`src/soc_pkg.sv`:
```
`default_nettype none

package soc_pkg;

	typedef logic [31:0] addr_t;
	typedef logic [63:0] data_t;
	typedef logic [7:0]  sel_t;
	typedef logic [31:0] io_data_t;
	typedef logic [3:0]  io_sel_t;

	// request on the 64-bit bus
	typedef struct packed {
		logic  cyc;
		logic  stb;
		logic  we;
		sel_t  sel;
		addr_t adr;
		data_t dat;
	} bus_req_t;

	typedef struct packed {
		logic  ack;
		logic  err;
		data_t dat;
	} bus_rsp_t;

	// 32-bit peripheral side of the bridge
	typedef struct packed {
		logic     cyc;
		logic     stb;
		logic     we;
		io_sel_t  sel;
		addr_t    adr;
		io_data_t dat;
	} io_req_t;

	typedef struct packed {
		logic     ack;
		io_data_t dat;
	} io_rsp_t;

	typedef enum logic [1:0] {
		idle,
		low_beat,
		high_beat,
		done
	} bridge_state_e;

	localparam logic [15:0] RAM_BASE_HI  = 16'h0000;
	localparam logic [15:0] TEXT_BASE_HI = 16'hFFD0;
	localparam logic [23:0] TIMER_BASE   = 24'hFFDC07;

	localparam logic [7:0] TMR_RELOAD = 8'h00;
	localparam logic [7:0] TMR_COUNT  = 8'h08;
	localparam logic [7:0] TMR_CTRL   = 8'h10;

endpackage

`default_nettype wire

```
`src/interval_timer.sv`:
```
`default_nettype none

module interval_timer (
	input  logic              clk,
	input  logic              reset_i,
	input  soc_pkg::bus_req_t req_i,
	output soc_pkg::bus_rsp_t rsp_o,
	output logic              irq_o
);
	import soc_pkg::*;

	io_data_t reload_q;
	io_data_t count_q;
	io_data_t rd_q;
	logic     enable_q;
	logic     pending_q;
	logic     ack_q;
	logic     access;
	logic     wr;

	assign access = req_i.cyc & req_i.stb & ~ack_q;
	assign wr     = access & req_i.we;

	always_ff @(posedge clk) begin
		if (reset_i) begin
			reload_q  <= '0;
			count_q   <= '0;
			enable_q  <= 1'b0;
			pending_q <= 1'b0;
			ack_q     <= 1'b0;
		end else begin
			ack_q <= access;
			if (enable_q) begin
				if (count_q == '0) begin
					pending_q <= 1'b1;
					count_q   <= reload_q;
				end else
					count_q <= count_q - 1'b1;
			end
			// bus writes override the count step
			if (wr) begin
				case (req_i.adr[7:0])
					TMR_RELOAD: begin
						reload_q <= req_i.dat[31:0];
						count_q  <= req_i.dat[31:0]; // restart from new value
					end
					TMR_COUNT: count_q <= req_i.dat[31:0];
					TMR_CTRL: begin
						enable_q <= req_i.dat[0];
						if (req_i.dat[1])
							pending_q <= 1'b0; // write 1 to clear
					end
					default: ;
				endcase
			end
		end
	end

	always_ff @(posedge clk) begin
		if (access) begin
			case (req_i.adr[7:0])
				TMR_RELOAD: rd_q <= reload_q;
				TMR_COUNT:  rd_q <= count_q;
				TMR_CTRL:   rd_q <= {30'b0, pending_q, enable_q};
				default:    rd_q <= '0;
			endcase
		end
	end

	assign rsp_o.ack = ack_q;
	assign rsp_o.err = 1'b0;
	assign rsp_o.dat = ack_q ? {32'b0, rd_q} : '0;
	assign irq_o     = pending_q;

endmodule

`default_nettype wire

```
`config.mk`:
```
export PLATFORM = sky130hd
export DESIGN_NAME = interval_timer
export DESIGN_NICKNAME = d
export VERILOG_FILES = /design/src/soc_pkg.sv /design/src/interval_timer.sv
export SDC_FILE = /design/constraint.sdc
export NUM_CORES = 1
export LEC_CHECK = 0
export BUFFER_PORTS_ARGS = -buffer_cell sky130_fd_sc_hd__buf_2
export CAP_MARGIN = 0
export CORE_ASPECT_RATIO = 0.7
export CORE_MARGIN = 2
export CORE_UTILIZATION = 47
export CTS_CLUSTER_SIZE = 28
export DETAILED_ROUTE_END_ITERATION = 8
export GPL_TIMING_DRIVEN = 0
export PLACE_DENSITY = 0.87
export SYNTH_ARGS = -nofsm -noshare
export SYNTH_HDL_FRONTEND = slang
export SYNTH_SLANG_ARGS = --single-unit
```
`constraint.sdc`:
```
create_clock -name clk -period 2.83 [get_ports clk]
set_input_delay 0.1415 -clock clk [delete_from_list [all_inputs] [get_ports clk]]
set_output_delay 0.1415 -clock clk [all_outputs]
set_load 0.01 [all_outputs]
```
After elaboration in Yosys (flattened, before gate mapping)
Index checks and enable logic that the tools add are counted.
Widths: inputs -> output; s select.
{"block": "word_totals", "output_inout_bits": 67, "inputBits": 109, "regBits": 99, "wordCells": 29}
{"block": "op_classes", "add_sub_neg": 1, "reduce_logical": 5, "bitwise": 4, "n_mux": 11, "n_eq_ne": 2}
{"cell": "$mux 32", "n": 5}
{"cell": "$pmux 32 s3", "n": 1}
{"cell": "$logic_not 32->1", "n": 1}
{"cell": "$sub 32x1->32 const B", "n": 1}
{"cell": "$eq 8x4->1 const B", "n": 1}
{"cell": "$eq 8x5->1 const B", "n": 1}
{"cell": "$logic_not 8->1", "n": 1}
{"cell": "$mux 1", "n": 5}
{"cell": "$reduce_and 2->1", "n": 2}
{"cell": "$and 1x1->1", "n": 3}
{"cell": "$reduce_or 2->1", "n": 1}
{"cell": "$not 1->1", "n": 1}

Logic depth before layout (Yosys ltp)
{"block": "depth", "depth_word": 6, "mapped_depth": 9, "ltp_nobuf": 8}

Worst setup path before layout
OpenSTA, ideal clock, no wires.
{"block": "synth_path", "kind": "register to register", "start": "register ack_q", "end": "register count_q[11]", "t_required_ns": 2.756, "path_slack_ns": 0.107, "period_less_slack_ns": 2.723, "arrival_time_ns": 2.649, "n_path_buf": 3, "setup_ns": 0.074, "stages_incl_launch_ff": 9, "cell_sequence": "dfxtp_1 > and3b_1 > clkbuf_1 > and4_1 > clkbuf_1 > buf_2 > nand2_1 > a221o_1 > a31oi_1"}
{"block": "synth_between", "elab_chain_cells": 4}
{"element": "start, declared", "line": "interval_timer.sv:17", "text": "logic ack_q;"}
{"element": "start signal, assigned", "line": "interval_timer.sv:32", "text": "ack_q <= access;"}
{"element": "$not 1->1", "line": "interval_timer.sv:21", "text": "assign access = req_i.cyc & req_i.stb & ~ack_q;"}
{"element": "$and 1x1->1", "line": "interval_timer.sv:21"}
{"element": "named net access", "line": "interval_timer.sv:18", "text": "logic access;"}
{"element": "$and 1x1->1", "line": "interval_timer.sv:22", "text": "assign wr = access & req_i.we;"}
{"element": "$mux 32", "line": "interval_timer.sv:41", "text": "if (wr) begin"}
{"element": "end signal, assigned", "line": "interval_timer.sv:38", "text": "count_q <= count_q - 1'b1;"}
{"element": "end signal, assigned", "line": "interval_timer.sv:45", "text": "count_q <= req_i.dat[31:0];"}
{"element": "end signal, assigned", "line": "interval_timer.sv:47", "text": "TMR_COUNT: count_q <= req_i.dat[31:0];"}
{"element": "end, declared", "line": "interval_timer.sv:13", "text": "io_data_t count_q;"}
The timed path passes the listed nets, and every way through them passes these cells.
A chain may end at the register's enable or synchronous reset.

Worst setup path after layout
{"block": "layout_path", "start": "register ack_q", "end": "register count_q[15]"}
Same word-level chain as after synthesis.

==> flow_summary.yaml <==
run_status:
  status: "completed"
synthesis:
  synth_mux_area_share_pct: 3.06
  synth-adder-area-share_pct: 0.450
  yosys_register_bits: 99
  synth-xor-area-share_pct: 1.89
  synth_compound_area_share_pct: 16.8
  yosysSeqAreaShare_pct: 41.4
  synth_cell_types: 54
  synth_edf_count: 32
  synth_area_per_cell_um2: 8.50
  yosys_warnings: 0
  synth_top_family_by_area: "simple AND/OR/NAND/NOR gates"
  synthFlopType: "dfxtp_1"
  syn_inst: 654
  synth_area_um2: 5560
  ys_async_sr_fraction_pct: 0
  synth-simple-area-share_pct: 27.4
global_route:
  grt_pass1_wl_mm: 25.6
  track_usage_pct: 26.7
  antenna_found_initial: 0
  gr-total-overflow: 0
  grt_start_max_net_pins: 39
  grt_pass1_vias: 4622
worst_hold_path:
  hold_start: "req_i[1]"
  min_path_type: "input pin to register"
  hold_path_end: "irq_o"
  min_path_cells: 2
timing:
  setup_tns_ps: 0
  worst_slack_ps: 117
  setup_viol_count_final: 0
  min_period_ps: 2710
  rsz0062_at_grt: "false"
  clock_skew_ps: 6.49
  min_period_over_period_pct: 95.9
  maxSlewHeadroom_pct: 43.8
  finalHoldViolations: 0
  fmax_mhz: 369
  hold_ws_ps: 17.0
  worst_slew_pin_slew_ps: 837
  report.final.slew_viol_count: 0
place:
  portBuffers: 78
  placed_cell_area_um2: 6260
  pre_cts_ws_ps: -391
  gp_congestion: 1.03
  hpwlAfterDp_mm: 11.8
die:
  io_pins: 176
  rows: 33
  core_area_um2: 11600
  dieWidth_um: 134
  die_y_um: 95.0
  start_util_pct: 47.9
  die-area_um2: 12700
critical_path:
  cp_max_fo: 38
  endpoint_kind: "register"
  crit_path_cell_trace: "and3b_1 -> clkbuf_4 -> and4_1 -> clkbuf_1 -> buf_2 -> nor2_1 -> buf_2 -> a21oi_1"
  setup.worst_path.start: "ack_q"
  ff2ff_path_depth: 8
  crit_arrival_ps: 2940
  reg2reg_to: "count_q[15]"
  required_ps: 3060
  worstSetupStartpointType: "register"
  cp_common_cell: "buf_2"
  max_stage_delay_ps: 480
  crit_slowest_cell: "dfxtp_2"
  rrSetupSlack_ps: 120
  reg2reg_from: "ack_q"
  criticalPathCategory: "register to register"
cts:
  clock_latency_ps: 360
  clockBufferDepth: 2
  cts_setup_buffers: 0
  cts_buffers: 9
  cts_sinks: 99
  cts-root-buf: "clkbuf_16"
  htreeDepth: 3
  clkTransAtPathRegs_ps: 70
  cts_tree: "yes"
routing:
  avgRoutedWirePerCell_um: 17.8
  avgViaCountPerCell: 5.65
  num_vias: 5297
  drt_iter0_drc: 635
  dr.pass1.iters: 6
  drtAntennaViolNets: 0
  drc: 0
  drt-total-wl_mm: 16.7
final_layout:
  nets: 886
  syn_to_final_growth_pct: 18.9
  drive_above_1_share_pct: 21.2
  final_common_cell: "nand2_1"
  most-common-layout-cells: "99 x nand2_1, 91 x buf_2, 66 x dfxtp_1"
  design_area_um2: 6610
  num_antenna_cells: 0
pwr:
  fin_total_pwr_mw: 3.09
  ir_drop_v: 0.000279
  p_leak_nw: 2.81
  p_per_area_nw_per_um2: 468
flow_run:
  cap_violations: 0
-- flip-flops by register name, summed over array words and instances, names as in the netlist --
| signal | count |
|---|---|
| irq_o | 1 |
| rd_q | 32 |
| count_q | 32 |
| reload_q | 32 |
| enable_q | 1 |
| ack_q | 1 |
-- repair_timing --
| action | CTS | global route |
|---|---|---|
| endpoints found under the hold margin | 0 | 0 |
| gates cloned | 0 | 0 |
| setup endpoints to repair | 32 | 25 |
| gates resized for setup | 3 | 3 |
| hold buffers | 0 | 0 |
-- worst max-delay path by stage --
stage,depth (start not counted),slack [ps],endpoint
2_1_floorplan,8,110,count_q[11]
5_1_grt,8,30,count_q[13]
6_report,8,120,count_q[15]
3_5_place_dp,7,-390,count_q[11]
4_1_cts,7,30,count_q[9]
3_3_place_gp,8,-980,count_q[12]
-- power by group --
group	internal [mW]	switching [mW]	leakage, nW	total (mW)
registers	1.48	0.00596	0.846	1.48
clock network	0.854	0.541	0.162	1.40
logic	0.0870	0.124	1.80	0.211
total	2.42	0.671	2.81	3.09
-- worst max-delay path: cells and delay by family, from the launching register on --
family,cells,cell delay (ps)
buffers and inverters,4,1130
AND/OR/NAND/NOR,3,820
flip-flops,1,480
AO/OA/AOI/OAI,1,120
-- cell families (layout without fill, tap and decap cells) --
kind of cell,after synthesis,in the layout
buf+inv,88,182
xor+xnor,12,12
simple gates,288,288
flops,99,99
mux,17,17
compound gates,147,147
other cells,1,33
fa+ha+maj,2,2
-- area by class of cell --
| class | instances | area (µm²) |
|---|---|---|
| clock buffers | 9 | 225 |
| clock inverters | 7 | 106 |
| well taps | 157 | 196 |
| multi-input cells | 499 | 2880 |
| inverters | 4 | 15.0 |
| fillers | 1075 | 5000 |
| flip-flops and latches | 99 | 2300 |
| repair buffers | 78 | 390 |
| plain buffers | 84 | 488 |
-- cells in the mapped netlist (2+ instances only) --
| library cell | count | area, µm² |
|---|---|---|
| and2_1 | 33 | 206 |
| buf_1 | 2 | 7.51 |
| nand3_2 | 2 | 20.0 |
| or4_1 | 2 | 15.0 |
| nand4b_1 | 2 | 17.5 |
| nand4_1 | 5 | 31.3 |
| mux2i_1 | 17 | 170 |
| nand2_2 | 2 | 12.5 |
| nand3_1 | 10 | 50.1 |
| a31oi_1 | 3 | 18.8 |
| nor4_2 | 4 | 50.1 |
| nor3_1 | 42 | 210 |
| nor2_1 | 50 | 188 |
| dfxtp_1 | 67 | 1340 |
| or3_1 | 4 | 25.0 |
| a21oi_1 | 59 | 295 |
| nor3_2 | 3 | 30.0 |
| buf_6 | 3 | 33.8 |
| buf_2 | 13 | 65.1 |
| o21ai_0 | 33 | 165 |
| xnor2_1 | 8 | 70.1 |
| nor4_1 | 5 | 31.3 |
| nor4_4 | 4 | 85.1 |
| a211oi_1 | 3 | 22.5 |
| xor2_1 | 4 | 35.0 |
| nor3b_1 | 5 | 37.5 |
| nand2_1 | 99 | 372 |
| buf_4 | 34 | 255 |
| edfxtp_1 | 32 | 961 |
| nor2b_1 | 6 | 37.5 |
| a22o_1 | 30 | 263 |
| clkbuf_1 | 32 | 120 |
| inv_1 | 4 | 15.0 |
| ha_1 | 2 | 25.0 |
| a221o_1 | 9 | 90.1 |
| o22ai_1 | 2 | 12.5 |
| and3_1 | 2 | 12.5 |
-- per-stage QoR --
step           util, %  std cells
2_1_floorplan        -        686
3_3_place_gp      54.0        921
3_5_place_dp      54.0        921
4_1_cts           56.9        937
5_1_grt           56.9        937
6_report          56.9        937
-- per-layer routing --
layer / track usage [%] / share of wire (%) / vias up / wire (µm)
met2: 39.3 / 42 / 336 / 6960
met1: 38.9 / 44 / 2430 / 7390
met4: 6.91 / 1.8 / 0 / 308
met3: 6.87 / 12 / 32 / 2030
li1: - / - / 2499 / -
met5: 0 / 0 / - / 0
Note: power is estimated with default switching activity, not from simulation.
