**config.mk**
```make
export PLATFORM = sky130hd
export DESIGN_NAME = io_bridge
export DESIGN_NICKNAME = d
export VERILOG_FILES = /design/src/soc_pkg.sv /design/src/io_bridge.sv
export SDC_FILE = /design/constraint.sdc
export NUM_CORES = 1
export LEC_CHECK = 0
export ABC_AREA = 1
export BUFFER_PORTS_ARGS = -buffer_cell sky130_fd_sc_hd__buf_2
export CAP_MARGIN = 40
export CORE_AREA = 2 2 107 109
export DETAILED_ROUTE_END_ITERATION = 12
export DIE_AREA = 0 0 109 111
export PLACE_DENSITY_LB_ADDON = 0.25
export SETUP_SLACK_MARGIN = 0.15
export SYNTH_ARGS = -nofsm -noshare
export SYNTH_HDL_FRONTEND = slang
export SYNTH_SLANG_ARGS = --single-unit
```
**constraint.sdc**
```tcl
create_clock -name clk -period 1.6 [get_ports clk]
set_input_delay 0.4 -clock clk [delete_from_list [all_inputs] [get_ports clk]]
set_output_delay 0.4 -clock clk [all_outputs]
set_load 0.02 [all_outputs]
```
**src/soc_pkg.sv**
```systemverilog
`default_nettype none

package soc_pkg;

	typedef logic [31:0] addr_t;
	typedef logic [63:0] data_t;
	typedef logic [7:0]  sel_t;
	typedef logic [31:0] io_data_t;
	typedef logic [3:0]  io_sel_t;

	// request on the 64-bit bus
	typedef struct packed {
		logic  cyc;
		logic  stb;
		logic  we;
		sel_t  sel;
		addr_t adr;
		data_t dat;
	} bus_req_t;

	typedef struct packed {
		logic  ack;
		logic  err;
		data_t dat;
	} bus_rsp_t;

	// 32-bit peripheral side of the bridge
	typedef struct packed {
		logic     cyc;
		logic     stb;
		logic     we;
		io_sel_t  sel;
		addr_t    adr;
		io_data_t dat;
	} io_req_t;

	typedef struct packed {
		logic     ack;
		io_data_t dat;
	} io_rsp_t;

	typedef enum logic [1:0] {
		idle,
		low_beat,
		high_beat,
		done
	} bridge_state_e;

	localparam logic [15:0] RAM_BASE_HI  = 16'h0000;
	localparam logic [15:0] TEXT_BASE_HI = 16'hFFD0;
	localparam logic [23:0] TIMER_BASE   = 24'hFFDC07;

	localparam logic [7:0] TMR_RELOAD = 8'h00;
	localparam logic [7:0] TMR_COUNT  = 8'h08;
	localparam logic [7:0] TMR_CTRL   = 8'h10;

endpackage

`default_nettype wire

```
**src/io_bridge.sv**
```systemverilog
`default_nettype none

module io_bridge (
	input  logic              clk,
	input  logic              reset_i,
	input  soc_pkg::bus_req_t s_req_i,
	output soc_pkg::bus_rsp_t s_rsp_o,
	output soc_pkg::io_req_t  m_req_o,
	input  soc_pkg::io_rsp_t  m_rsp_i
);
	import soc_pkg::*;

	bridge_state_e state_q;
	bridge_state_e state_d;
	data_t         rdata_q;
	logic          start;
	logic          lo_want;
	logic          hi_want;
	logic          in_low;
	logic          in_high;

	assign start   = s_req_i.cyc & s_req_i.stb;
	assign lo_want = |s_req_i.sel[3:0];
	assign hi_want = |s_req_i.sel[7:4];
	assign in_low  = (state_q == low_beat);
	assign in_high = (state_q == high_beat);

	always_comb begin
		state_d = state_q;
		case (state_q)
			idle: begin
				if (start) begin
					if (lo_want)
						state_d = low_beat;
					else if (hi_want)
						state_d = high_beat;
					else
						state_d = done; // no lanes, nothing to move
				end
			end
			low_beat: begin
				if (m_rsp_i.ack)
					state_d = hi_want ? high_beat : done;
			end
			high_beat: begin
				if (m_rsp_i.ack)
					state_d = done;
			end
			done: state_d = idle;
			default: state_d = idle;
		endcase
	end

	always_ff @(posedge clk) begin
		if (reset_i)
			state_q <= idle;
		else
			state_q <= state_d;
	end

	// read word assembly, an unselected half stays zero
	always_ff @(posedge clk) begin
		if (state_q == idle && start)
			rdata_q <= '0;
		else if (in_low && m_rsp_i.ack)
			rdata_q[31:0] <= m_rsp_i.dat;
		else if (in_high && m_rsp_i.ack)
			rdata_q[63:32] <= m_rsp_i.dat;
	end

	// beats go back to back, so stb stays up across the low/high change
	always_comb begin
		m_req_o.cyc = in_low | in_high;
		m_req_o.stb = in_low | in_high;
		m_req_o.we  = s_req_i.we;
		m_req_o.sel = in_high ? s_req_i.sel[7:4] : s_req_i.sel[3:0];
		m_req_o.adr = {s_req_i.adr[31:3], in_high, 2'b00};
		m_req_o.dat = in_high ? s_req_i.dat[63:32] : s_req_i.dat[31:0];
	end

	assign s_rsp_o.ack = (state_q == done);
	assign s_rsp_o.err = 1'b0;
	assign s_rsp_o.dat = (state_q == done) ? rdata_q : '0;

endmodule

`default_nettype wire

```
# == Word-level counts from Yosys, hierarchy flattened ==
# Index checks and enable logic that the tools add are counted.
# word_totals
register_bits,66
in_bits,142
# op_classes
n_eq_ne,6
mux,9
n_bitwise,3
n_reduce_logical,8
# ops
cell,count
two-way mux 64 bit,1
two-way mux 32 bit,1
two-way mux 2 bit,4
one-hot mux 2 bit (4 select lines),1
OR reduction 4 bit,2
!= test 2 bit (second input constant),3
equality test 2 bit (second input constant),2
two-way mux 4 bit,1
logical AND 1 bit,3
AND reduction 3 bit,1
equality test 2 x 1 -> 1 bit (second input constant),1
logical NOT 2 bit,1
AND reduction 2 bit,1
AND 1 bit,1
two-way mux 1 bit,1
inverter 1 bit,1
bitwise OR 1 bit,1

# == Longest topological paths before layout ==
# depth
depth_word,5
ltp_mapped,8
ltp_nobuf,8

# == Worst setup path after synthesis ==
# Ideal clock, no wire load.
# synth_path
path_kind,register -> output
from,register state_q[0]
to,output m_req_o[65] in the netlist's numbering
arrival_time_ns,1.506
t_required_ns,1.200
slack_ns,-0.306
stages_incl_launch_ff,6
path_cell_list,dfxtp_1 inv_1 ha_1 buf_4 buf_4 o21ai_0
# synth_rtl
element,line,source
start: declaration,io_bridge.sv:13,bridge_state_e state_q;
start signal: assignment,io_bridge.sv:56,state_q <= idle;
start signal: assignment,io_bridge.sv:58,state_q <= state_d;
end: declaration,io_bridge.sv:8,"output soc_pkg::io_req_t m_req_o,"

==> flow_results.xml <==
<?xml version="1.0" encoding="UTF-8"?>
<metrics>
  <group name="place">
    <metric name="detailedPlacementHpwl" unit="um">8020</metric>
    <metric name="gp_routability_congestion" unit="">0.788</metric>
    <metric name="place.port_buffers" unit="">212</metric>
    <metric name="place_ws" unit="ns">-0.105</metric>
  </group>
  <group name="floorplanning">
    <metric name="die_wd" unit="um">109</metric>
    <metric name="design.core.area" unit="sq um">11100</metric>
    <metric name="die-height" unit="um">111</metric>
    <metric name="core.rowCount" unit="">39</metric>
    <metric name="design.portCount" unit="">279</metric>
    <metric name="floorplan.die_area" unit="sq um">12100</metric>
    <metric name="starting_density_of_the_core" unit="%">32.9</metric>
  </group>
  <group name="clock_network">
    <metric name="tritoncts_num_sinks" unit="">66</metric>
    <metric name="clk_pin_slew" unit="ns">0.05</metric>
    <metric name="clk_path_buf_depth" unit="">2</metric>
    <metric name="cts_hold_buf" unit="">0</metric>
    <metric name="cts-htree-levels" unit="">3</metric>
    <metric name="cts_tree" unit="">yes</metric>
    <metric name="cts_root_buffer" unit="">sky130_fd_sc_hd__clkbuf_16</metric>
    <metric name="cts_buffers" unit="">9</metric>
    <metric name="worstSkewPairLatency" unit="ns">0.32</metric>
  </group>
  <group name="worst_setup_path">
    <metric name="worst-path-max-fanout" unit="">14</metric>
    <metric name="cp_cell_sequence" unit="">inv_4 -&gt; ha_4 -&gt; buf_12 -&gt; mux2_2 -&gt; buf_2</metric>
    <metric name="timing.critical_path.required" unit="ns">1.20</metric>
    <metric name="timing.critical_path.slowest_cell_delay" unit="ns">0.35</metric>
    <metric name="critPathSlowestCell" unit="">sky130_fd_sc_hd__dfxtp_4</metric>
    <metric name="critPathArrivalTime" unit="ns">1.57</metric>
    <metric name="crit_path_end_kind" unit="">output port</metric>
    <metric name="setup.worst_path.start_class" unit="">flip-flop</metric>
    <metric name="criticalPathCategory" unit="">reg -&gt; out</metric>
    <metric name="worst-r2r-cell-count" unit="">10</metric>
  </group>
  <group name="cells_and_area">
    <metric name="flow.area_growth_from_synthesis" unit="%">67.4</metric>
    <metric name="antenna_cells" unit="">0</metric>
    <metric name="drive_gt1_share" unit="%">59.5</metric>
    <metric name="nets" unit="">880</metric>
  </group>
  <group name="logic_synthesis">
    <metric name="syn-cell-area" unit="sq um">3640</metric>
    <metric name="synth.top_cells.by_area" unit="">sky130_fd_sc_hd__dfxtp_1 (36%), sky130_fd_sc_hd__nand2_1 (21%), sky130_fd_sc_hd__mux2_2 (11%)</metric>
    <metric name="synth_top_cell_area_share" unit="%">36.3</metric>
    <metric name="synth_warnings" unit="">0</metric>
    <metric name="number_of_flops_mapped_to_enable_cells_by_yosys" unit="">0</metric>
    <metric name="syn_area_per_cell" unit="sq um">6.89</metric>
    <metric name="yosysMostFrequentCell" unit="">sky130_fd_sc_hd__nand2_1</metric>
    <metric name="synth_flop_cell" unit="">sky130_fd_sc_hd__dfxtp_1</metric>
    <metric name="netlist-cell-type-count" unit="">18</metric>
    <metric name="synth-async-reset-ratio" unit="%">0</metric>
    <metric name="post_synth_inst_count" unit="">529</metric>
    <metric name="synth_top_area_cell" unit="">sky130_fd_sc_hd__dfxtp_1</metric>
    <metric name="commonest_cells_in_the_synthesized_netlist" unit="">sky130_fd_sc_hd__nand2_1 (202), sky130_fd_sc_hd__inv_1 (70), sky130_fd_sc_hd__a21oi_1 (67)</metric>
    <metric name="synth.ff_latch_count" unit="">66</metric>
    <metric name="synth.yosys.seq_area_share" unit="%">36.3</metric>
  </group>
  <group name="timing">
    <metric name="rsz0062_at_grt" unit="">true</metric>
    <metric name="fin_crit_share" unit="%">123</metric>
    <metric name="worst_case_clock_skew" unit="ns">0.00596</metric>
    <metric name="layout_min_cycle_time" unit="ns">1.97</metric>
    <metric name="achievable-frequency" unit="GHz">0.507</metric>
    <metric name="worst_hold_slack" unit="ns">0.246</metric>
    <metric name="report.final.slew_viol_count" unit="">0</metric>
    <metric name="finalHoldViolations" unit="">0</metric>
    <metric name="number_of_failing_setup_endpoints_in_the_final_timing_report" unit="">109</metric>
    <metric name="worst_slack" unit="ns">-0.370</metric>
  </group>
  <group name="pwr">
    <metric name="power.density" unit="nW/um^2">1670</metric>
    <metric name="leak" unit="nW">3.09</metric>
    <metric name="ir_drop" unit="mV">1.20</metric>
  </group>
  <group name="route">
    <metric name="via_per_instance_ratio" unit="">4.55</metric>
    <metric name="drtPass1Iterations" unit="">4</metric>
    <metric name="detail_route.drc_violations" unit="">0</metric>
    <metric name="routed-via-count" unit="">4006</metric>
    <metric name="totalWireLength" unit="um">12500</metric>
    <metric name="final_antenna_net_count" unit="">0</metric>
    <metric name="routed_wire_length_per_instance" unit="um">14.1</metric>
    <metric name="initialDrtViolationCount" unit="">129</metric>
  </group>
  <group name="grt">
    <metric name="initial_antenna_violation_count" unit="">0</metric>
    <metric name="first_pass_grt_wire_length" unit="um">18000</metric>
    <metric name="grt_pass1_vias" unit="">3769</metric>
    <metric name="grtUsageTotal" unit="%">19.0</metric>
    <metric name="maximum_number_of_pins_on_one_net_before_global_route_repair" unit="">57</metric>
    <metric name="grt_overflow" unit="">0</metric>
  </group>
  <group name="worst_hold_path">
    <metric name="worstHoldPathCells" unit="">2</metric>
    <metric name="min-delay-path-class" unit="">in -&gt; reg</metric>
  </group>
  <group name="outcome">
    <metric name="run_status" unit="">complete, but fails checks</metric>
    <metric name="violations" unit="">negative setup slack</metric>
  </group>
  <group name="run">
    <metric name="max_cap_viol_count" unit="">0</metric>
  </group>
</metrics>
==> worst max-delay path: cells and delay by family (launching register included) <==
kind / cells / cell delay, ns
adder cells (fa/ha/maj): 1 / 0.19
buffers and inverters: 3 / 0.37
flip-flops: 1 / 0.35
multiplexers: 1 / 0.34
==> registers in the layout, indices dropped and copies added (netlist names) <==
name     count
rdata_q     64
state_q      2
==> stage by stage <==
stage	TNS (ns)	cell area [sq um]	cells	util (%)	total power, mW
after floorplan	0	3740	531	-	5.70
after global placement	-1.99	4790	840	43.2	6.67
after detailed placement	-3.84	4790	840	43.2	6.81
after CTS	-37.32	5800	876	52.4	9.85
after global routing	-43.39	6100	881	55.0	10.8
final	-34.53	6100	881	55.0	10.2
==> cells by family after synthesis <==
group	synth area share, %
AND/OR/NAND/NOR	22.6
buffers and inverters	18.9
AO/OA/AOI/OAI	9.82
flip-flops	36.3
multiplexers	10.5
adder cells (fa/ha/maj)	1.72
other	0.103
==> final cells by class <==
type	count	area [sq um]
clock buffer	10	239
clock inverter	6	88.8
fill	1060	4980
inverter	72	294
multi-input combinational	329	1900
sequential	66	1330
tap	143	179
timing repair buffer	254	2050
timing repair inverter	1	16.3
==> what timing repair did <==
item                                    CTS  global route
endpoints found under the setup margin  169           165
cloned                                    7             2
buffers inserted                         13             3
gates resized for setup                 125            81
pin swaps                                 5            11
==> layout by cell type, fill, tap and decap left out, types with 2 or more instances in the layout <==
master / count
sky130_fd_sc_hd__nor2_1: 8
sky130_fd_sc_hd__dfxtp_4: 2
sky130_fd_sc_hd__dfxtp_1: 64
sky130_fd_sc_hd__buf_4: 56
sky130_fd_sc_hd__buf_12: 14
sky130_fd_sc_hd__inv_1: 7
sky130_fd_sc_hd__a21oi_1: 56
sky130_fd_sc_hd__ha_4: 4
sky130_fd_sc_hd__nor2_4: 2
sky130_fd_sc_hd__inv_4: 3
sky130_fd_sc_hd__inv_2: 61
sky130_fd_sc_hd__nand3_1: 3
sky130_fd_sc_hd__buf_6: 41
sky130_fd_sc_hd__a21oi_2: 11
sky130_fd_sc_hd__clkinvlp_4: 2
sky130_fd_sc_hd__nand2_1: 155
sky130_fd_sc_hd__buf_2: 135
sky130_fd_sc_hd__bufinv_16: 2
sky130_fd_sc_hd__clkbuf_16: 10
sky130_fd_sc_hd__conb_1: 3
sky130_fd_sc_hd__mux2_2: 25
sky130_fd_sc_hd__bufbuf_16: 2
sky130_fd_sc_hd__o21ai_2: 2
sky130_fd_sc_hd__buf_16: 4
sky130_fd_sc_hd__mux2_4: 9
sky130_fd_sc_hd__nand2_2: 47
==> metal layers <==
layer / vias to the layer above / routed length (um) / GRT usage, %
met5: - / 0 / 0
met1: 1855 / 5010 / 21.6
met2: 162 / 6590 / 34.9
met4: 0 / 78 / 4.70
met3: 8 / 782 / 4.35
li1: 1981 / - / -
==> worst paths after layout <==
check	startpoint	to	slack [ns]
setup / recovery	state_q[0]$_SDFFE_PP0P_	m_req_o[4]	-0.37
hold / removal	reset_i	state_q[0]$_SDFFE_PP0P_	0.25
setup reg to reg	state_q[0]$_SDFFE_PP0P_	rdata_q[62]$_SDFFE_PP0P_	-0.01
hold reg to reg	rdata_q[60]$_SDFFE_PP0P_	rdata_q[60]$_SDFFE_PP0P_	0.46
==> power by group <==
part	switching (mW)	total (mW)	internal (mW)	leakage (nW)
combinational	2.49	4.99	2.51	2.40
sequential	0.536	3.04	2.51	0.542
clock	0.744	2.15	1.41	0.155
total	3.77	10.2	6.42	3.09
No activity file was read; power rests on OpenSTA's default activity.
