==> src/soc_pkg.sv <==
`default_nettype none

package soc_pkg;

	typedef logic [31:0] addr_t;
	typedef logic [63:0] data_t;
	typedef logic [7:0]  sel_t;
	typedef logic [31:0] io_data_t;
	typedef logic [3:0]  io_sel_t;

	// request on the 64-bit bus
	typedef struct packed {
		logic  cyc;
		logic  stb;
		logic  we;
		sel_t  sel;
		addr_t adr;
		data_t dat;
	} bus_req_t;

	typedef struct packed {
		logic  ack;
		logic  err;
		data_t dat;
	} bus_rsp_t;

	// 32-bit peripheral side of the bridge
	typedef struct packed {
		logic     cyc;
		logic     stb;
		logic     we;
		io_sel_t  sel;
		addr_t    adr;
		io_data_t dat;
	} io_req_t;

	typedef struct packed {
		logic     ack;
		io_data_t dat;
	} io_rsp_t;

	typedef enum logic [1:0] {
		idle,
		low_beat,
		high_beat,
		done
	} bridge_state_e;

	localparam logic [15:0] RAM_BASE_HI  = 16'h0000;
	localparam logic [15:0] TEXT_BASE_HI = 16'hFFD0;
	localparam logic [23:0] TIMER_BASE   = 24'hFFDC07;

	localparam logic [7:0] TMR_RELOAD = 8'h00;
	localparam logic [7:0] TMR_COUNT  = 8'h08;
	localparam logic [7:0] TMR_CTRL   = 8'h10;

endpackage

`default_nettype wire

==> src/bus_fabric.sv <==
`default_nettype none

module bus_fabric (
	input  logic              clk,
	input  logic              reset_i,
	input  soc_pkg::bus_req_t m_req_i,
	output soc_pkg::bus_rsp_t m_rsp_o,
	output soc_pkg::bus_req_t ram_req_o,
	output soc_pkg::bus_req_t io_req_o,
	output soc_pkg::bus_req_t tmr_req_o,
	input  soc_pkg::bus_rsp_t ram_rsp_i,
	input  soc_pkg::bus_rsp_t io_rsp_i,
	input  soc_pkg::bus_rsp_t tmr_rsp_i
);
	import soc_pkg::*;

	logic ram_hit;
	logic io_hit;
	logic tmr_hit;
	logic unmapped;
	logic err_q;
	logic err_hold_q;

	assign ram_hit = (m_req_i.adr[31:16] == RAM_BASE_HI);
	assign io_hit  = (m_req_i.adr[31:16] == TEXT_BASE_HI);
	assign tmr_hit = (m_req_i.adr[31:8] == TIMER_BASE);

	assign unmapped = m_req_i.cyc & m_req_i.stb & ~(ram_hit | io_hit | tmr_hit);

	// stb reaches only the decoded target
	always_comb begin
		ram_req_o = m_req_i;
		io_req_o  = m_req_i;
		tmr_req_o = m_req_i;
		ram_req_o.stb = m_req_i.stb & ram_hit;
		io_req_o.stb  = m_req_i.stb & io_hit;
		tmr_req_o.stb = m_req_i.stb & tmr_hit;
	end

	// one err per unmapped strobe, rearmed when stb drops
	always_ff @(posedge clk) begin
		if (reset_i) begin
			err_q      <= 1'b0;
			err_hold_q <= 1'b0;
		end else begin
			err_q      <= unmapped & ~err_hold_q;
			err_hold_q <= unmapped;
		end
	end

	// idle targets return zero data, so a plain OR merges them
	always_comb begin
		m_rsp_o.ack = ram_rsp_i.ack | io_rsp_i.ack | tmr_rsp_i.ack;
		m_rsp_o.err = err_q | ram_rsp_i.err | io_rsp_i.err | tmr_rsp_i.err;
		m_rsp_o.dat = ram_rsp_i.dat | io_rsp_i.dat | tmr_rsp_i.dat;
	end

endmodule

`default_nettype wire

==> config.mk <==
export PLATFORM = sky130hd
export DESIGN_NAME = bus_fabric
export DESIGN_NICKNAME = d
export VERILOG_FILES = /design/src/soc_pkg.sv /design/src/bus_fabric.sv
export SDC_FILE = /design/constraint.sdc
export NUM_CORES = 1
export LEC_CHECK = 0
export BUFFER_PORTS_ARGS = -buffer_cell sky130_fd_sc_hd__buf_2
export CAP_MARGIN = 20
export CORE_AREA = 4 4 272 274
export DETAILED_ROUTE_END_ITERATION = 8
export DIE_AREA = 0 0 276 278
export GPL_TIMING_DRIVEN = 0
export RECOVER_POWER = 50
export SYNTH_ARGS = -nofsm -noshare
export SYNTH_HDL_FRONTEND = slang
export SYNTH_SLANG_ARGS = --single-unit
==> constraint.sdc <==
create_clock -name clk -period 2.2 [get_ports clk]
set_input_delay 0.33 -clock clk [delete_from_list [all_inputs] [get_ports clk]]
set_output_delay 0.33 -clock clk [all_outputs]
set_load 0.05 [all_outputs]
# ---- Yosys cells after proc, flatten, opt, wreduce, memory -nomap -nowiden
# Index checks and enable logic that the tools add are counted.
dict set report totals {
  reg_bits 2
  in_bits 307
  out_inout_bits 387
}
dict set report op_classes {
  bitwise 17
  n_reduce_logical 1
  n_eq_ne 2
}
# operator n
set ops {}
lappend ops {{bitwise OR 64 bit} 2}
lappend ops {{== test 24 bit, second input constant} 1}
lappend ops {{== test 16 bit, second input constant} 1}
lappend ops {{zero test 16 bit} 1}
lappend ops {{bitwise OR 1 bit} 7}
lappend ops {{bitwise AND 1 bit} 6}
lappend ops {{NOT 1 bit} 2}

# ---- Depth between registers and ports, before layout
# Gate-level depths: netlist of the first run.
dict set report depth {
  ltp_word 6
  mapped_depth 4
  ltp_nobuf 4
}

# ---- Worst setup path after synthesis of the first run
# Ideal clock, no wire load.
dict set report synth_path {
  path_kind {input-to-output}
  from {input m_req_i[81] in the netlist's numbering}
  to {output ram_req_o[105] in the netlist's numbering}
  cell_stages 3
  n_path_buf 0
  t_required_ps 1870
  arrival_time_ps 1741
  path_slack_ps 129
  cell_sequence {or4_4 nand4b_1 nor2_1}
}
# element line
set synth_rtl {}
lappend synth_rtl {{start: declaration} bus_fabric.sv:6} ;# input soc_pkg::bus_req_t m_req_i,
lappend synth_rtl {{end: declaration} bus_fabric.sv:8} ;# output soc_pkg::bus_req_t ram_req_o,

==> impl_metrics.json, run 1 <==
{
  "status": "complete, no violations",
  "worst_setup_hold_path_clk_slew_ns": 0.03,
  "critPathCaptureType": "output pin",
  "critPathKind": "in2out",
  "cts_max_path_buffers": 2,
  "fillers": 8416,
  "top_sig_layer": "met5",
  "maximum_number_of_pins_on_one_net_before_global_route_repair": 6,
  "synthesis.nets": 716,
  "cts_made_buffers": 3,
  "grt_usage_pct": 6.65,
  "firstDrtPassIters": 4,
  "vias_per_cell": 2.43,
  "detailedPlace.worstSlack_ns": -0.0647,
  "worstHoldPathCells": 1,
  "place.gp.congestion": 0.900,
  "final_core_utilization_pct": 9.96,
  "clock_tree_from_tritoncts": "yes",
  "worst_slew_margin_relative_to_its_limit_pct": 53.8,
  "cts-hold-fix-buffers": 0,
  "critical_path_arrival_ns": 1.82,
  "first_iter_violations": 81,
  "final_min_period_over_clock_period_pct": 97.9,
  "timing.max_cap.violations": 0,
  "clock_tree.root_cell": "sky130_fd_sc_hd__clkbuf_16",
  "timing_hold_violations_final": 0,
  "nets": 1334,
  "timing.critical_path.fanout_max": 5,
  "r2r-start": "err_hold_q",
  "setup_slack_ns": 0.0472,
  "clk-insertion-delay-late_ns": 0.22,
  "postRouteAntennaNets": 0,
  "via_count": 4798,
  "core_area_mm2": 0.0714,
  "grt_first_pass_wirelength_mm": 36.5,
  "syn-cell-area_mm2": 0.00301,
  "die_area_mm2": 0.0767,
  "floorplan.die.height_um": 278,
  "num_rows": 98,
  "p_leak_nw": 3.51,
  "yosysSeqAreaShare_pct": 1.33,
  "route.met3.wl_mm": 2.63,
  "postCtsSetupRepairBufs": 0,
  "timing.final.setup_violations": 0,
  "post_synth_inst_count": 409,
  "synthesis.area_per_instance_um2": 7.35,
  "fmaxAchievable_ghz": 0.465,
  "worstHoldPathType": "reg2reg",
  "finalMaxSlewViolations": 0,
  "layout-area-overhead-vs-synth_pct": 137,
  "hold_path.startpoint": "err_hold_q",
  "power.ir.vdd_worst_v": 0.000310,
  "grt_antenna_before_repair": 30,
  "grt_overflow_total": 0,
  "met2_length_mm": 14.9,
  "numPortBuffers": 612,
  "fin_crit_ns": 2.15,
  "clock_sink_count": 2,
  "drc": 0,
  "fp.dieW_um": 276,
  "pwr_density_cell_mw_per_mm2": 365,
  "via_count_of_the_first_global_routing_pass": 4739,
  "rsz0062_at_grt": "no",
  "cp_data_required_time_ns": 1.87,
  "type_of_element_launching_the_critical_path": "input port",
  "ys_types": 18,
  "timing_worst_slew_pin_value_ns": 0.686,
  "post_drt_wl_per_cell_um": 14.2,
  "crit_path_start": "m_req_i[83]",
  "floorplan.initialDensity_pct": 4.21,
  "io_pins": 694,
  "reg2reg_path_depth": 1,
  "finalClockSkew_ns": 0.00347,
  "share_of_post_route_cells_with_drive_strength_above_1_pct": 72.5,
  "cts-htree-levels": 1,
  "wirelength_mm": 28.1,
  "ys_seq_elements": 2,
  "synth-warning-count": 0,
  "detail_route.wirelength.met1_mm": 9.65,
  "detailed_place_hpwl_mm": 27.0
}
-- layer usage --
layer,global-route usage (%),vias to the layer above
met5,0,-
met4,1.19,6
met3,1.63,66
met2,13.5,497
met1,6.89,1988
li1,-,2241
-- flip-flops by register name, indices dropped and copies added (netlist names) --
signal and cells:
err_hold_q 1, err_q 1
-- worst max-delay path: stages --
cell and delay [ns]:
sky130_fd_sc_hd__buf_2 0.13, sky130_fd_sc_hd__or4_4 0.65, sky130_fd_sc_hd__nand4b_1 0.28, sky130_fd_sc_hd__nor2_1 0.14, sky130_fd_sc_hd__buf_2 0.28
-- area by class of cell --
class | instances | area, um^2 | area share, %
antenna | 1 | 2.50 | 0.0352
buffer | 318 | 2390 | 33.6
clock buffer | 3 | 75.1 | 1.06
inverter | 1 | 3.75 | 0.0528
multi-input combinational | 88 | 581 | 8.17
sequential | 2 | 40.0 | 0.563
tap | 950 | 1190 | 16.7
timing repair buffer | 613 | 2830 | 39.8
-- through the flow --
stage               hold slack (ns)  std cells  TNS [ns]  power (mW)  area (um^2)
detailed placement            0.392       1972    -0.124        2.39         7270
global placement              0.384       1971     -2.97        2.38         7260
finish                        0.397       1976         0        2.60         7110
CTS                           0.400       1975         0        2.66         7350
global route                  0.411       1975         0        2.70         7110
floorplan                     0.374        409         0        1.81         3010
-- cell usage in the layout, fill, tap and decap left out --
cell | Yosys | routed
sky130_fd_sc_hd__nand2_1 | 2 | 2
sky130_fd_sc_hd__a311o_1 | 1 | 1
sky130_fd_sc_hd__clkbuf_16 | 0 | 3
sky130_fd_sc_hd__inv_1 | 1 | 1
sky130_fd_sc_hd__diode_2 | 0 | 1
sky130_fd_sc_hd__buf_2 | 0 | 417
sky130_fd_sc_hd__buf_4 | 318 | 319
sky130_fd_sc_hd__clkbuf_4 | 0 | 1
sky130_fd_sc_hd__nand4b_1 | 3 | 3
sky130_fd_sc_hd__nand3_1 | 1 | 1
sky130_fd_sc_hd__nor3_1 | 1 | 1
sky130_fd_sc_hd__and2_1 | 1 | 1
sky130_fd_sc_hd__nand4_1 | 2 | 2
sky130_fd_sc_hd__or3_1 | 65 | 65
sky130_fd_sc_hd__nor4_1 | 5 | 4
sky130_fd_sc_hd__nor4b_1 | 1 | 1
sky130_fd_sc_hd__nor4_4 | 1 | 1
sky130_fd_sc_hd__dfxtp_1 | 2 | 2
sky130_fd_sc_hd__nor4_2 | 0 | 1
sky130_fd_sc_hd__clkbuf_1 | 0 | 194
sky130_fd_sc_hd__nor2_1 | 2 | 2
sky130_fd_sc_hd__or4_4 | 1 | 1
sky130_fd_sc_hd__or4_1 | 1 | 1
sky130_fd_sc_hd__nor3b_1 | 1 | 1
-- repair_timing --
| action | 4_1_cts | 5_1_grt |
|---|---|---|
| setup endpoints to repair | 2 | 1 |
| resized for setup | 0 | 1 |
| pin swaps | 1 | 0 |
-- cells in the mapped netlist --
cell                       instances  area share [%]
sky130_fd_sc_hd__a311o_1           1            0.33
sky130_fd_sc_hd__and2_1            1            0.21
sky130_fd_sc_hd__buf_4           318              79
sky130_fd_sc_hd__dfxtp_1           2             1.3
sky130_fd_sc_hd__inv_1             1            0.12
sky130_fd_sc_hd__nand2_1           2            0.25
sky130_fd_sc_hd__nand3_1           1            0.17
sky130_fd_sc_hd__nand4_1           2            0.42
sky130_fd_sc_hd__nand4b_1          3            0.87
sky130_fd_sc_hd__nor2_1            2            0.25
sky130_fd_sc_hd__nor3_1            1            0.17
sky130_fd_sc_hd__nor3b_1           1            0.25
sky130_fd_sc_hd__nor4_1            5             1.0
sky130_fd_sc_hd__nor4_4            1            0.71
sky130_fd_sc_hd__nor4b_1           1            0.29
sky130_fd_sc_hd__or3_1            65              14
sky130_fd_sc_hd__or4_1             1            0.25
sky130_fd_sc_hd__or4_4             1            0.37
-- cells by family (layout without fill, tap and decap cells) --
group | after synthesis | in the layout | share of synthesized area [%]
buffers and inverters | 319 | 935 | 79.6
and+or+nand+nor | 87 | 87 | 18.8
DFF | 2 | 2 | 1.33
AOI/OAI and AO/OA | 1 | 1 | 0.333
other | 0 | 1 | 0
-- worst paths after layout --
check             slack (ns)        endpoint
setup / recovery        0.05  ram_req_o[105]
setup reg to reg        1.51           err_q
hold reg to reg         0.40           err_q
hold / removal          0.40           err_q
-- where the power goes --
part           switching, mW  total [mW]  internal (mW)
Combinational           1.60        2.29          0.691
Sequential          0.000396      0.0384         0.0380
Clock                 0.0405       0.272          0.231
Total                   1.64        2.60          0.960
Note: power is estimated with default switching activity, not from simulation.
==> run 2: changes to the inputs <==
==> constraint.sdc (replaced) <==
create_clock -name clk -period 2.2 [get_ports clk]
set_input_delay 0.44 -clock clk [delete_from_list [all_inputs] [get_ports clk]]
set_output_delay 0.44 -clock clk [all_outputs]
set_load 0.05 [all_outputs]
==> impl_metrics.json, run 2 (synthesis gave the netlist of run 1 again) <==
{
  "cp_data_required_time_ns": 1.76,
  "final_min_period_over_clock_period_pct": 102,
  "via_count_of_the_first_global_routing_pass": 4831,
  "final_core_utilization_pct": 10.1,
  "clk-insertion-delay-late_ns": 0.22,
  "floorplan.die.height_um": 278,
  "timing.critical_path.fanout_max": 3,
  "timing_hold_violations_final": 0,
  "r2r_end": "err_q",
  "grt_first_pass_wirelength_mm": 37.4,
  "floorplan.initialDensity_pct": 4.21,
  "numPortBuffers": 612,
  "status": "complete, but fails checks",
  "io_pins": 694,
  "cts_max_path_buffers": 2,
  "timing.reg2reg.setup_slack_ns": 1.55,
  "firstDrtPassIters": 4,
  "mostFrequentLayoutCells": "sky130_fd_sc_hd__buf_2, sky130_fd_sc_hd__buf_4, sky130_fd_sc_hd__clkbuf_1",
  "final_common_cell": "sky130_fd_sc_hd__buf_2",
  "vias_per_cell": 2.43,
  "num_rows": 98,
  "postLayoutCellArea_mm2": 0.00721,
  "setup_tns_ns": -0.0512,
  "failing_checks": "negative setup slack",
  "detail_route.wirelength.met1_mm": 9.98,
  "endpoint": "ram_req_o[105]",
  "placed_area_mm2": 0.00727,
  "via_count": 4816,
  "dp_cells": 1972,
  "maximum_number_of_pins_on_one_net_before_global_route_repair": 6,
  "setup_slack_ns": -0.0512,
  "grt_overflow_total": 0,
  "critPathCaptureType": "output pin",
  "cts-htree-levels": 1,
  "clock_tree_from_tritoncts": "yes",
  "finalClockSkew_ns": 0.00349,
  "layout-area-overhead-vs-synth_pct": 140,
  "cts-hold-fix-buffers": 0,
  "core_area_mm2": 0.0714,
  "worst_setup_hold_path_clk_slew_ns": 0.03,
  "worstHoldPathType": "reg2reg",
  "nets": 1337,
  "power.ir.vdd_worst_v": 0.000288,
  "met2_length_mm": 15.1,
  "finalMaxSlewViolations": 0,
  "rsz0062_at_grt": "yes",
  "post_drt_wl_per_cell_um": 14.7,
  "p_leak_nw": 3.54,
  "fmaxAchievable_ghz": 0.444,
  "drc": 0,
  "timing.max_cap.violations": 0,
  "place.gp.congestion": 0.925,
  "r2r-start": "err_hold_q",
  "timing_worst_slew_pin_value_ns": 0.619,
  "cts_made_buffers": 3,
  "largestRegisters": "err_hold_q x1, err_q x1",
  "detailed_place_hpwl_mm": 27.9,
  "share_of_post_route_cells_with_drive_strength_above_1_pct": 72.9,
  "final.hold.worst_slack_ns": 0.384,
  "die_area_mm2": 0.0767,
  "fin_crit_ns": 2.25,
  "worst_slew_margin_relative_to_its_limit_pct": 58.9,
  "route.met3.wl_mm": 2.69,
  "grt_usage_pct": 6.87,
  "wirelength_mm": 29.1,
  "crit_path_start": "m_req_i[80]",
  "timing.final.setup_violations": 1,
  "first_iter_violations": 50,
  "pwr_density_cell_mw_per_mm2": 363,
  "clock_tree.root_cell": "sky130_fd_sc_hd__clkbuf_16",
  "postRouteAntennaNets": 0,
  "clock_sink_count": 2,
  "critical_path_arrival_ns": 1.81,
  "reg2reg_path_depth": 1,
  "type_of_element_launching_the_critical_path": "input port",
  "top_sig_layer": "met5",
  "final_cell_count_no_fill": 1985,
  "grt_antenna_before_repair": 39,
  "critPathKind": "in2out",
  "fp.dieW_um": 276
}
run 2: cell types whose count changed in the layout (fill, tap and decap cells not counted), sizes merged:
cell	previous run	this run
diode	1	7
buf	736	741
clkbuf	198	196
run 2: routing by layer:
layer,global-route usage (%),vias to the layer above
met5,0,-
met4,2.43,8
met3,1.70,72
met2,13.3,483
met1,7.14,1998
li1,-,2255
run 2: layout make-up:
class / instances / area, um^2
clock buffer: 3 / 75.1
antenna: 7 / 17.5
buffer: 318 / 2390
tap: 950 / 1190
inverter: 1 / 3.75
timing repair buffer: 616 / 2910
fill: 8418 / 64200
multi-input combinational: 88 / 589
sequential: 2 / 40.0
run 2: worst min-delay path by stage:
stage	from	endpoint	slack [ns]	cells after the start
floorplan	err_hold_q	err_q	0.37	1
global placement	err_hold_q	err_q	0.39	1
detailed placement	err_hold_q	err_q	0.39	1
CTS	err_hold_q	err_q	0.38	1
global route	err_hold_q	err_q	0.40	1
finish	err_hold_q	err_q	0.38	1
run 2: stage by stage:
step | power [mW] | worst slack (ns)
after floorplan | 1.81 | 0.0836
after global placement | 2.39 | -1.42
after detailed placement | 2.39 | -0.302
after CTS | 2.69 | -0.0802
after global routing | 2.72 | -0.0996
final | 2.61 | -0.0512
run 2: what timing repair did:
action	CTS	global route
pin swaps	4	3
gates resized for setup	17	1
endpoints found under the setup margin	3	3
setup buffers	3	0
run 2: power by group:
| group | leakage (nW) | internal (mW) | switching [mW] |
|---|---|---|---|
| Sequential | 0.0164 | 0.0380 | 0.000285 |
| Clock | 0.0370 | 0.231 | 0.0420 |
| Combinational | 3.49 | 0.701 | 1.60 |
run 2: worst max-delay path, cell delays in order:
cell and delay, ns:
sky130_fd_sc_hd__buf_12 0.10, sky130_fd_sc_hd__or4_4 0.64, sky130_fd_sc_hd__nand4b_1 0.28, sky130_fd_sc_hd__nor2_2 0.17, sky130_fd_sc_hd__buf_6 0.18
